File: config.mk
export PLATFORM = sky130hd
export DESIGN_NAME = idu
export DESIGN_NICKNAME = d
export VERILOG_FILES = /design/src/rtl/idu_pkg.sv /design/src/rtl/idu_op_decoder.sv /design/src/rtl/idu_imm_gen.sv /design/src/rtl/idu_operand_bypass.sv /design/src/rtl/idu_stage_reg.sv /design/src/rtl/idu.sv
export SDC_FILE = /design/constraint.sdc
export NUM_CORES = 1
export LEC_CHECK = 0
export BUFFER_PORTS_ARGS = -buffer_cell sky130_fd_sc_hd__buf_2
export CORE_AREA = 4 4 153 155
export DETAILED_ROUTE_END_ITERATION = 10
export DIE_AREA = 0 0 157 159
export PLACE_DENSITY = 0.75
export SYNTH_ARGS = -nofsm -noshare
export SYNTH_HDL_FRONTEND = slang
export SYNTH_SLANG_ARGS = --single-unit
File: constraint.sdc
create_clock -name clk -period 17.29 [get_ports clk]
set_input_delay 2.5935 -clock clk [delete_from_list [all_inputs] [get_ports clk]]
set_output_delay 2.5935 -clock clk [all_outputs]
set_load 0.005 [all_outputs]
File: src/rtl/idu_pkg.sv
package idu_pkg;

    localparam int XLEN       = 32;
    localparam int REG_ADDR_W = 5;

    typedef logic [31:0]           instr_t;
    typedef logic [XLEN-1:0]       word_t;
    typedef logic [REG_ADDR_W-1:0] reg_addr_t;
    typedef logic [6:0]            opcode_t;

    // major opcodes of the base integer set
    localparam opcode_t OPC_OP     = 7'b0110011;
    localparam opcode_t OPC_OP_IMM = 7'b0010011;
    localparam opcode_t OPC_LOAD   = 7'b0000011;
    localparam opcode_t OPC_STORE  = 7'b0100011;
    localparam opcode_t OPC_BRANCH = 7'b1100011;
    localparam opcode_t OPC_LUI    = 7'b0110111;
    localparam opcode_t OPC_AUIPC  = 7'b0010111;
    localparam opcode_t OPC_JAL    = 7'b1101111;
    localparam opcode_t OPC_JALR   = 7'b1100111;

    localparam logic [6:0] FUNCT7_NORM = 7'b0000000;
    localparam logic [6:0] FUNCT7_ALT  = 7'b0100000;

    // named after the arithmetic group, reused for branch, load and store
    localparam logic [2:0] FUNCT3_ADD  = 3'b000;
    localparam logic [2:0] FUNCT3_SLL  = 3'b001;
    localparam logic [2:0] FUNCT3_SLT  = 3'b010;
    localparam logic [2:0] FUNCT3_SLTU = 3'b011;
    localparam logic [2:0] FUNCT3_XOR  = 3'b100;
    localparam logic [2:0] FUNCT3_SR   = 3'b101;
    localparam logic [2:0] FUNCT3_OR   = 3'b110;
    localparam logic [2:0] FUNCT3_AND  = 3'b111;

    typedef enum logic [4:0] {
        OP_NOP,
        OP_ADD, OP_SUB, OP_SLT, OP_SLTU, OP_XOR, OP_OR, OP_AND,
        OP_SLL, OP_SRL, OP_SRA,
        OP_BEQ, OP_BNE, OP_BLT, OP_BGE, OP_BLTU, OP_BGEU,
        OP_LB, OP_LH, OP_LW, OP_LBU, OP_LHU,
        OP_SB, OP_SH, OP_SW,
        OP_LUI, OP_AUIPC, OP_JAL, OP_JALR
    } alu_op_e;

    typedef enum logic [2:0] {
        FMT_R, FMT_I, FMT_S, FMT_B, FMT_U, FMT_J
    } imm_fmt_e;

    // result from a later stage, ld marks a load still in flight
    typedef struct packed {
        logic      vld;
        logic      ld;
        reg_addr_t addr;
        word_t     data;
    } wb_fwd_t;

    typedef struct packed {
        logic      vld;
        reg_addr_t addr;
        word_t     data;
    } rf_wb_t;

    typedef struct packed {
        alu_op_e   op;
        word_t     src1;
        word_t     src2;
        word_t     br_st_imm;
        word_t     pc;
        reg_addr_t wb_addr;
        logic      wb_vld;
    } alu_req_t;

endpackage

File: src/rtl/idu_op_decoder.sv
module idu_op_decoder (
    input  idu_pkg::instr_t   instr_i,
    output idu_pkg::alu_op_e  op_o,
    output idu_pkg::imm_fmt_e fmt_o,
    output logic              use_rs1_o,
    output logic              use_rs2_o,
    output logic              src2_imm_o,
    output logic              wb_vld_o
);

    idu_pkg::opcode_t opcode;
    logic [2:0]       funct3;
    logic             f7_norm;
    logic             f7_alt;
    logic             known;
    idu_pkg::alu_op_e arith_op;

    assign opcode  = instr_i[6:0];
    assign funct3  = instr_i[14:12];
    assign f7_norm = (instr_i[31:25] == idu_pkg::FUNCT7_NORM);
    assign f7_alt  = (instr_i[31:25] == idu_pkg::FUNCT7_ALT);

    // common to OP and OP_IMM
    always_comb begin
        case (funct3)
            idu_pkg::FUNCT3_ADD:  arith_op = idu_pkg::OP_ADD;
            idu_pkg::FUNCT3_SLL:  arith_op = idu_pkg::OP_SLL;
            idu_pkg::FUNCT3_SLT:  arith_op = idu_pkg::OP_SLT;
            idu_pkg::FUNCT3_SLTU: arith_op = idu_pkg::OP_SLTU;
            idu_pkg::FUNCT3_XOR:  arith_op = idu_pkg::OP_XOR;
            idu_pkg::FUNCT3_SR:   arith_op = f7_alt ? idu_pkg::OP_SRA : idu_pkg::OP_SRL;
            idu_pkg::FUNCT3_OR:   arith_op = idu_pkg::OP_OR;
            default:              arith_op = idu_pkg::OP_AND;
        endcase
    end

    always_comb begin
        op_o  = idu_pkg::OP_NOP;
        fmt_o = idu_pkg::FMT_R;
        known = 1'b1;
        case (opcode)
            idu_pkg::OPC_OP: begin
                if (f7_norm) begin
                    op_o = arith_op;
                end else if (f7_alt && funct3 == idu_pkg::FUNCT3_ADD) begin
                    op_o = idu_pkg::OP_SUB;
                end else if (f7_alt && funct3 == idu_pkg::FUNCT3_SR) begin
                    op_o = idu_pkg::OP_SRA;
                end
            end
            idu_pkg::OPC_OP_IMM: begin
                fmt_o = idu_pkg::FMT_I;
                // shift amounts leave funct7 in the upper immediate bits
                if (funct3 == idu_pkg::FUNCT3_SLL) begin
                    op_o = f7_norm ? idu_pkg::OP_SLL : idu_pkg::OP_NOP;
                end else if (funct3 == idu_pkg::FUNCT3_SR) begin
                    op_o = (f7_norm || f7_alt) ? arith_op : idu_pkg::OP_NOP;
                end else begin
                    op_o = arith_op;
                end
            end
            idu_pkg::OPC_LOAD: begin
                fmt_o = idu_pkg::FMT_I;
                case (funct3)
                    idu_pkg::FUNCT3_ADD: op_o = idu_pkg::OP_LB;
                    idu_pkg::FUNCT3_SLL: op_o = idu_pkg::OP_LH;
                    idu_pkg::FUNCT3_SLT: op_o = idu_pkg::OP_LW;
                    idu_pkg::FUNCT3_XOR: op_o = idu_pkg::OP_LBU;
                    idu_pkg::FUNCT3_SR:  op_o = idu_pkg::OP_LHU;
                    default:             op_o = idu_pkg::OP_NOP;
                endcase
            end
            idu_pkg::OPC_STORE: begin
                fmt_o = idu_pkg::FMT_S;
                case (funct3)
                    idu_pkg::FUNCT3_ADD: op_o = idu_pkg::OP_SB;
                    idu_pkg::FUNCT3_SLL: op_o = idu_pkg::OP_SH;
                    idu_pkg::FUNCT3_SLT: op_o = idu_pkg::OP_SW;
                    default:             op_o = idu_pkg::OP_NOP;
                endcase
            end
            idu_pkg::OPC_BRANCH: begin
                fmt_o = idu_pkg::FMT_B;
                case (funct3)
                    idu_pkg::FUNCT3_ADD: op_o = idu_pkg::OP_BEQ;
                    idu_pkg::FUNCT3_SLL: op_o = idu_pkg::OP_BNE;
                    idu_pkg::FUNCT3_XOR: op_o = idu_pkg::OP_BLT;
                    idu_pkg::FUNCT3_SR:  op_o = idu_pkg::OP_BGE;
                    idu_pkg::FUNCT3_OR:  op_o = idu_pkg::OP_BLTU;
                    idu_pkg::FUNCT3_AND: op_o = idu_pkg::OP_BGEU;
                    default:             op_o = idu_pkg::OP_NOP;
                endcase
            end
            idu_pkg::OPC_LUI: begin
                fmt_o = idu_pkg::FMT_U;
                op_o  = idu_pkg::OP_LUI;
            end
            idu_pkg::OPC_AUIPC: begin
                fmt_o = idu_pkg::FMT_U;
                op_o  = idu_pkg::OP_AUIPC;
            end
            idu_pkg::OPC_JAL: begin
                fmt_o = idu_pkg::FMT_J;
                op_o  = idu_pkg::OP_JAL;
            end
            idu_pkg::OPC_JALR: begin
                fmt_o = idu_pkg::FMT_I;
                op_o  = idu_pkg::OP_JALR;
            end
            default: known = 1'b0;
        endcase
    end

    assign use_rs1_o  = (fmt_o != idu_pkg::FMT_U) && (fmt_o != idu_pkg::FMT_J);
    assign use_rs2_o  = (fmt_o == idu_pkg::FMT_R) || (fmt_o == idu_pkg::FMT_S) ||
                        (fmt_o == idu_pkg::FMT_B);
    assign src2_imm_o = (fmt_o == idu_pkg::FMT_I) || (fmt_o == idu_pkg::FMT_U) ||
                        (fmt_o == idu_pkg::FMT_J);
    // unknown opcodes never write back
    assign wb_vld_o   = known && (fmt_o != idu_pkg::FMT_S) && (fmt_o != idu_pkg::FMT_B);

endmodule

File: src/rtl/idu_imm_gen.sv
module idu_imm_gen (
    input  idu_pkg::instr_t   instr_i,
    input  idu_pkg::imm_fmt_e fmt_i,
    output idu_pkg::word_t    imm_o,
    output idu_pkg::word_t    br_st_imm_o
);

    idu_pkg::word_t i_imm;
    idu_pkg::word_t s_imm;
    idu_pkg::word_t b_imm;
    idu_pkg::word_t u_imm;
    idu_pkg::word_t j_imm;

    assign i_imm = {{(idu_pkg::XLEN-12){instr_i[31]}}, instr_i[31:20]};
    assign s_imm = {{(idu_pkg::XLEN-12){instr_i[31]}}, instr_i[31:25], instr_i[11:7]};
    // b and j offsets count halfwords so bit 0 is zero
    assign b_imm = {{(idu_pkg::XLEN-12){instr_i[31]}}, instr_i[7], instr_i[30:25],
                    instr_i[11:8], 1'b0};
    assign j_imm = {{(idu_pkg::XLEN-20){instr_i[31]}}, instr_i[19:12], instr_i[20],
                    instr_i[30:21], 1'b0};
    assign u_imm = {instr_i[31:12], {(idu_pkg::XLEN-20){1'b0}}};

    always_comb begin
        case (fmt_i)
            idu_pkg::FMT_I: imm_o = i_imm;
            idu_pkg::FMT_S: imm_o = s_imm;
            idu_pkg::FMT_B: imm_o = b_imm;
            idu_pkg::FMT_U: imm_o = u_imm;
            idu_pkg::FMT_J: imm_o = j_imm;
            default:        imm_o = '0;
        endcase
    end

    // target offset for branches or address offset for stores
    always_comb begin
        case (fmt_i)
            idu_pkg::FMT_B: br_st_imm_o = b_imm;
            idu_pkg::FMT_S: br_st_imm_o = s_imm;
            default:        br_st_imm_o = '0;
        endcase
    end

endmodule

File: src/rtl/idu_operand_bypass.sv
module idu_operand_bypass (
    input  idu_pkg::instr_t    instr_i,
    input  logic               use_rs1_i,
    input  logic               use_rs2_i,
    input  logic               src2_imm_i,
    input  idu_pkg::word_t     imm_i,
    input  idu_pkg::word_t     rf_rs1_data_i,
    input  idu_pkg::word_t     rf_rs2_data_i,
    input  idu_pkg::wb_fwd_t   alu_wb_i,
    input  idu_pkg::wb_fwd_t   lsu_wb_i,
    input  idu_pkg::rf_wb_t    rf_wb_i,
    output idu_pkg::reg_addr_t rf_rs1_addr_o,
    output idu_pkg::reg_addr_t rf_rs2_addr_o,
    output idu_pkg::word_t     src1_o,
    output idu_pkg::word_t     src2_o,
    output logic               ld_stall_o
);

    idu_pkg::reg_addr_t rs1;
    idu_pkg::reg_addr_t rs2;
    idu_pkg::word_t     fwd2;

    // priority alu, lsu, rf write port, then file data
    function automatic idu_pkg::word_t pick(
        input idu_pkg::reg_addr_t rs,
        input logic               used,
        input idu_pkg::word_t     file_data,
        input idu_pkg::wb_fwd_t   alu,
        input idu_pkg::wb_fwd_t   lsu,
        input idu_pkg::rf_wb_t    rf
    );
        logic live;
        live = used && (rs != '0);
        if (live && alu.vld && !alu.ld && alu.addr == rs) begin
            return alu.data;
        end else if (live && lsu.vld && !lsu.ld && lsu.addr == rs) begin
            return lsu.data;
        end else if (live && rf.vld && rf.addr == rs) begin
            return rf.data;
        end
        return file_data;
    endfunction

    // source waits on a load that has no data yet
    function automatic logic load_hit(
        input idu_pkg::reg_addr_t rs,
        input logic               used,
        input idu_pkg::wb_fwd_t   alu,
        input idu_pkg::wb_fwd_t   lsu
    );
        logic live;
        live = used && (rs != '0);
        return live && ((alu.vld && alu.ld && alu.addr == rs) ||
                        (lsu.vld && lsu.ld && lsu.addr == rs));
    endfunction

    assign rs1 = instr_i[19:15];
    assign rs2 = instr_i[24:20];

    assign rf_rs1_addr_o = rs1;
    assign rf_rs2_addr_o = rs2;

    always_comb begin
        src1_o = pick(rs1, use_rs1_i, rf_rs1_data_i, alu_wb_i, lsu_wb_i, rf_wb_i);
        // x0 reads straight from the file, never from a later stage
        if (rs1 == '0) begin
            assert (src1_o == rf_rs1_data_i)
                else $error("x0 operand taken from forwarding path");
        end
    end

    assign fwd2   = pick(rs2, use_rs2_i, rf_rs2_data_i, alu_wb_i, lsu_wb_i, rf_wb_i);
    assign src2_o = src2_imm_i ? imm_i : fwd2;

    assign ld_stall_o = load_hit(rs1, use_rs1_i, alu_wb_i, lsu_wb_i) ||
                        load_hit(rs2, use_rs2_i, alu_wb_i, lsu_wb_i);

endmodule

File: src/rtl/idu_stage_reg.sv
module idu_stage_reg (
    input  logic              clk,
    input  logic              rst_n_i,
    input  logic              ifu_vld_i,
    input  logic              flush_i,
    input  logic              ld_stall_i,
    input  logic              alu_rdy_i,
    input  idu_pkg::alu_req_t req_i,
    output logic              idu_rdy_o,
    output logic              alu_vld_o,
    output idu_pkg::alu_req_t alu_req_o
);

    logic accept;
    logic held;

    // slot is busy while a request waits on the alu
    assign held      = alu_vld_o && !alu_rdy_i;
    assign idu_rdy_o = !held && !ld_stall_i;
    assign accept    = ifu_vld_i && idu_rdy_o && !flush_i;

    always_ff @(posedge clk) begin
        if (!rst_n_i) begin
            alu_vld_o <= 1'b0;
        end else begin
            alu_vld_o <= accept || held;
        end
    end

    always_ff @(posedge clk) begin
        if (accept) begin
            alu_req_o <= req_i;
        end
    end

    a_req_stable: assert property (
        @(posedge clk) disable iff (!rst_n_i)
        held |=> alu_vld_o && $stable(alu_req_o)
    ) else $error("request changed while stalled by the alu");

    // a flush with a free slot leaves the slot empty
    a_flush_no_accept: assert property (
        @(posedge clk) disable iff (!rst_n_i)
        flush_i && !held |=> !alu_vld_o
    ) else $error("request accepted during flush");

endmodule

File: src/rtl/idu.sv
module idu (
    input  logic               clk,
    input  logic               rst_n_i,
    input  logic               flush_i,
    input  logic               ifu_vld_i,
    input  idu_pkg::instr_t    ifu_instr_i,
    input  idu_pkg::word_t     ifu_pc_i,
    output logic               idu_rdy_o,
    output idu_pkg::reg_addr_t rf_rs1_addr_o,
    output idu_pkg::reg_addr_t rf_rs2_addr_o,
    input  idu_pkg::word_t     rf_rs1_data_i,
    input  idu_pkg::word_t     rf_rs2_data_i,
    input  idu_pkg::wb_fwd_t   alu_wb_i,
    input  idu_pkg::wb_fwd_t   lsu_wb_i,
    input  idu_pkg::rf_wb_t    rf_wb_i,
    input  logic               alu_rdy_i,
    output logic               alu_vld_o,
    output idu_pkg::alu_req_t  alu_req_o
);

    idu_pkg::alu_op_e  op;
    idu_pkg::imm_fmt_e fmt;
    logic              use_rs1;
    logic              use_rs2;
    logic              src2_imm;
    logic              wb_vld;
    idu_pkg::word_t    imm;
    idu_pkg::word_t    br_st_imm;
    idu_pkg::word_t    src1;
    idu_pkg::word_t    src2;
    logic              ld_stall;
    idu_pkg::alu_req_t req;

    idu_op_decoder dec_inst (
        .instr_i   (ifu_instr_i),
        .op_o      (op),
        .fmt_o     (fmt),
        .use_rs1_o (use_rs1),
        .use_rs2_o (use_rs2),
        .src2_imm_o(src2_imm),
        .wb_vld_o  (wb_vld)
    );

    idu_imm_gen imm_inst (
        .instr_i    (ifu_instr_i),
        .fmt_i      (fmt),
        .imm_o      (imm),
        .br_st_imm_o(br_st_imm)
    );

    idu_operand_bypass byp_inst (
        .instr_i      (ifu_instr_i),
        .use_rs1_i    (use_rs1),
        .use_rs2_i    (use_rs2),
        .src2_imm_i   (src2_imm),
        .imm_i        (imm),
        .rf_rs1_data_i(rf_rs1_data_i),
        .rf_rs2_data_i(rf_rs2_data_i),
        .alu_wb_i     (alu_wb_i),
        .lsu_wb_i     (lsu_wb_i),
        .rf_wb_i      (rf_wb_i),
        .rf_rs1_addr_o(rf_rs1_addr_o),
        .rf_rs2_addr_o(rf_rs2_addr_o),
        .src1_o       (src1),
        .src2_o       (src2),
        .ld_stall_o   (ld_stall)
    );

    // request packet, rd comes from the raw word
    assign req.op        = op;
    assign req.src1      = src1;
    assign req.src2      = src2;
    assign req.br_st_imm = br_st_imm;
    assign req.pc        = ifu_pc_i;
    assign req.wb_addr   = ifu_instr_i[11:7];
    assign req.wb_vld    = wb_vld;

    idu_stage_reg stage_inst (
        .clk       (clk),
        .rst_n_i   (rst_n_i),
        .ifu_vld_i (ifu_vld_i),
        .flush_i   (flush_i),
        .ld_stall_i(ld_stall),
        .alu_rdy_i (alu_rdy_i),
        .req_i     (req),
        .idu_rdy_o (idu_rdy_o),
        .alu_vld_o (alu_vld_o),
        .alu_req_o (alu_req_o)
    );

endmodule

==> results.cfg <==
[worst_hold_path]
hold_depth = 3
hp-start = stage_inst.alu_vld_o
min_to = stage_inst.alu_vld_o
hold_class = reg2reg

[route]
ant_nets = 0
routed_via_density = 5.50
drc = 0
wl_per_cell_um = 22.7
dr.first_iter.drc_count = 589
routed_wl_um = 29000
dr.pass1.iters = 7
vias = 7031

[sta]
worst_pin_slew_ns = 1.15
hold_viol = 0
clock_skew_ns = 0.0141
rsz0062_at_grt = false
finalCritPeriodShare_pct = 41.1
maxSlewViolCount = 0
slew_headroom_pct = 23.7
fmax_mhz = 141
period_minus_slack_ns = 7.11
setup_violations = 0
fin_setup_tns_ns = 0
hold_slack_ns = 0.634

[pwr]
power_density_nw_per_um2 = 86.5
p_leak_nw = 4.15
worst_ir_drop_vdd_mv = 0.0515

[die]
start_util_pct = 32.1
io_pins = 400
core.rowCount = 54
dieArea_um2 = 25000
dieHeight_um = 159
die_w_um = 157
core_um2 = 21800

[final_layout]
drive_above_1_share_pct = 45.8
area_growth_pct = 35.3
final_common_cell = buf_2
fin_nets = 1228
final_cell_mix = 399 x buf_2, 120 x edfxtp_1, 60 x o22ai_1, 59 x a21oi_1, 35 x o21ai_0

[clocking]
cts_setup_buffers = 0
cts_inserted_buffers = 17
path_clk_slew_ns = 0.06
cts.sinks = 121
cts_hold_buf = 0
cts_tree = built
post_cts_resized = 0
clk_latency_ns = 0.42
clockBufferDepth = 2
cts_root_buf = clkbuf_16
cts_max_level = 4

[run]
cap_violations = 0

[global_routing]
grt_usage_pct = 21.9
grt_pass1_wl_um = 41700
grt_max_degree = 65
grt-ovfl-total = 0
grt_pass1_vias = 6913
antenna_found_initial = 7

[critical_path]
r2r_end = stage_inst.alu_req_o[122]
timing.rr.start = stage_inst.alu_vld_o
path_cells = buf_2, and4bb_2, a32oi_1, buf_4, and3_1, buf_4, o21ai_0, nand2_1, nor2_1, buf_2
startpoint_type = input port
crit_family = buffers and inverters
crit_slowest_cell = and4bb_2
worstPathArrival_ns = 4.51
crit_required_ns = 14.70
worstPathMaxFanout = 34
r2r_cells = 4
crit_buf_inv = 4
rrSetupSlack_ns = 14.72
cp-end-kind = output port
max_stage_delay_ns = 0.33
crit_type = in2out

[logic_synthesis]
synth_ff_type = edfxtp_1
syn_avg_cell_area_um2 = 11.0
synth_area_leaders = edfxtp_1 51%, o22ai_1 5.4%, mux2i_1 4.6%
async_flop_share_pct = 0
yosysUniqueCellTypes = 59
yosysSeqAreaShare_pct = 51.8
yosysTopAreaCell = edfxtp_1
synth_edf_count = 120
yosys_warnings = 0
synth_seq_cells = 121
synth_fp_nets = 886
syn-instance-count = 637
synth_area_um2 = 7000
synth_top_area_share_pct = 51.5

[place]
gp_congestion = 0.914
dp_hpwl_um = 22300
portBuffers = 399

[outcome]
outcome = finished clean
## routing by layer
layer	track usage [%]	vias up	wire length [µm]
li1	-	3176	-
met1	26.3	3332	11000
met2	38.5	469	14700
met3	4.73	52	2450
met4	7.53	2	783
met5	0	-	7
## worst register-to-register path, cell delays in order (launching register included)
cell	delay (ns)
dfxtp_1	0.31
nor2b_1	0.15
nor4b_2	0.21
buf_4	0.68
buf_4	0.83
## stage by stage
step / cells / instance area (µm²) / utilization [%] / total power [mW] / worst slack, ns
finish: 1278 / 9480 / 43.4 / 0.820 / 10.18
global route: 1277 / 9470 / 43.4 / 0.853 / 9.97
floorplan: 637 / 7000 / - / 0.416 / 0.495
detailed placement: 1240 / 8890 / 40.7 / 0.475 / 10.15
CTS: 1272 / 9460 / 43.3 / 0.827 / 10.14
global placement: 1240 / 8890 / 40.7 / 0.472 / 10.17
## state kept, by name, indices dropped and copies added (netlist names)
register	cells
stage_inst.alu_req_o	120
stage_inst.alu_vld_o	1
## synthesized netlist by cell type (4+ instances only)
library cell  instances
edfxtp_1            120
a21oi_1              60
o22ai_1              60
o21ai_0              35
buf_4                32
mux2i_1              32
nand2_1              32
a221oi_1             31
nor2_1               30
buf_2                27
xnor2_1              20
clkbuf_1             16
and3_1               15
nand3_1              14
a221o_1              13
o21ai_1              11
nor3_1                9
xor2_1                9
buf_6                 6
nand2b_1              6
nor2b_1               4
## worst max-delay path by stage
stage | from | end | slack [ns] | cells past startpoint
finish | ifu_instr_i[1] | idu_rdy_o | 10.18 | 10
global route | ifu_instr_i[2] | idu_rdy_o | 9.97 | 10
CTS | ifu_instr_i[1] | idu_rdy_o | 10.14 | 10
detailed placement | ifu_instr_i[1] | idu_rdy_o | 10.15 | 10
global placement | ifu_instr_i[1] | idu_rdy_o | 10.17 | 10
floorplan | ifu_instr_i[5] | stage_inst.alu_req_o[0] | 0.50 | 8
## power breakdown
group	internal, mW	switching [mW]	leakage [nW]	total (mW)
Combinational	0.0548	0.0677	2.76	0.122
Clock	0.201	0.150	0.270	0.351
Sequential	0.342	0.00404	1.12	0.346
Total	0.598	0.222	4.15	0.820
## logic make-up after synthesis
logic type / after synthesis / share of synthesized area [%]
AOI/OAI and AO/OA: 231 / 21.2
DFF: 121 / 51.8
buffers and inverters: 87 / 7.99
and+or+nand+nor: 134 / 10.2
xor gates and xnor gates: 32 / 4.32
muxes: 32 / 4.57
## final cells by class
class                   count  area (µm²)
diodes                      6        15.0
clock buffers              17         425
clock inverters            15         143
fillers                  2114       12300
inverters                   3        11.3
multi-input cells         429        2850
flip-flops and latches    121        3620
well taps                 280         350
repair buffers            407        2060
No activity file was read; power rests on OpenSTA's default activity.
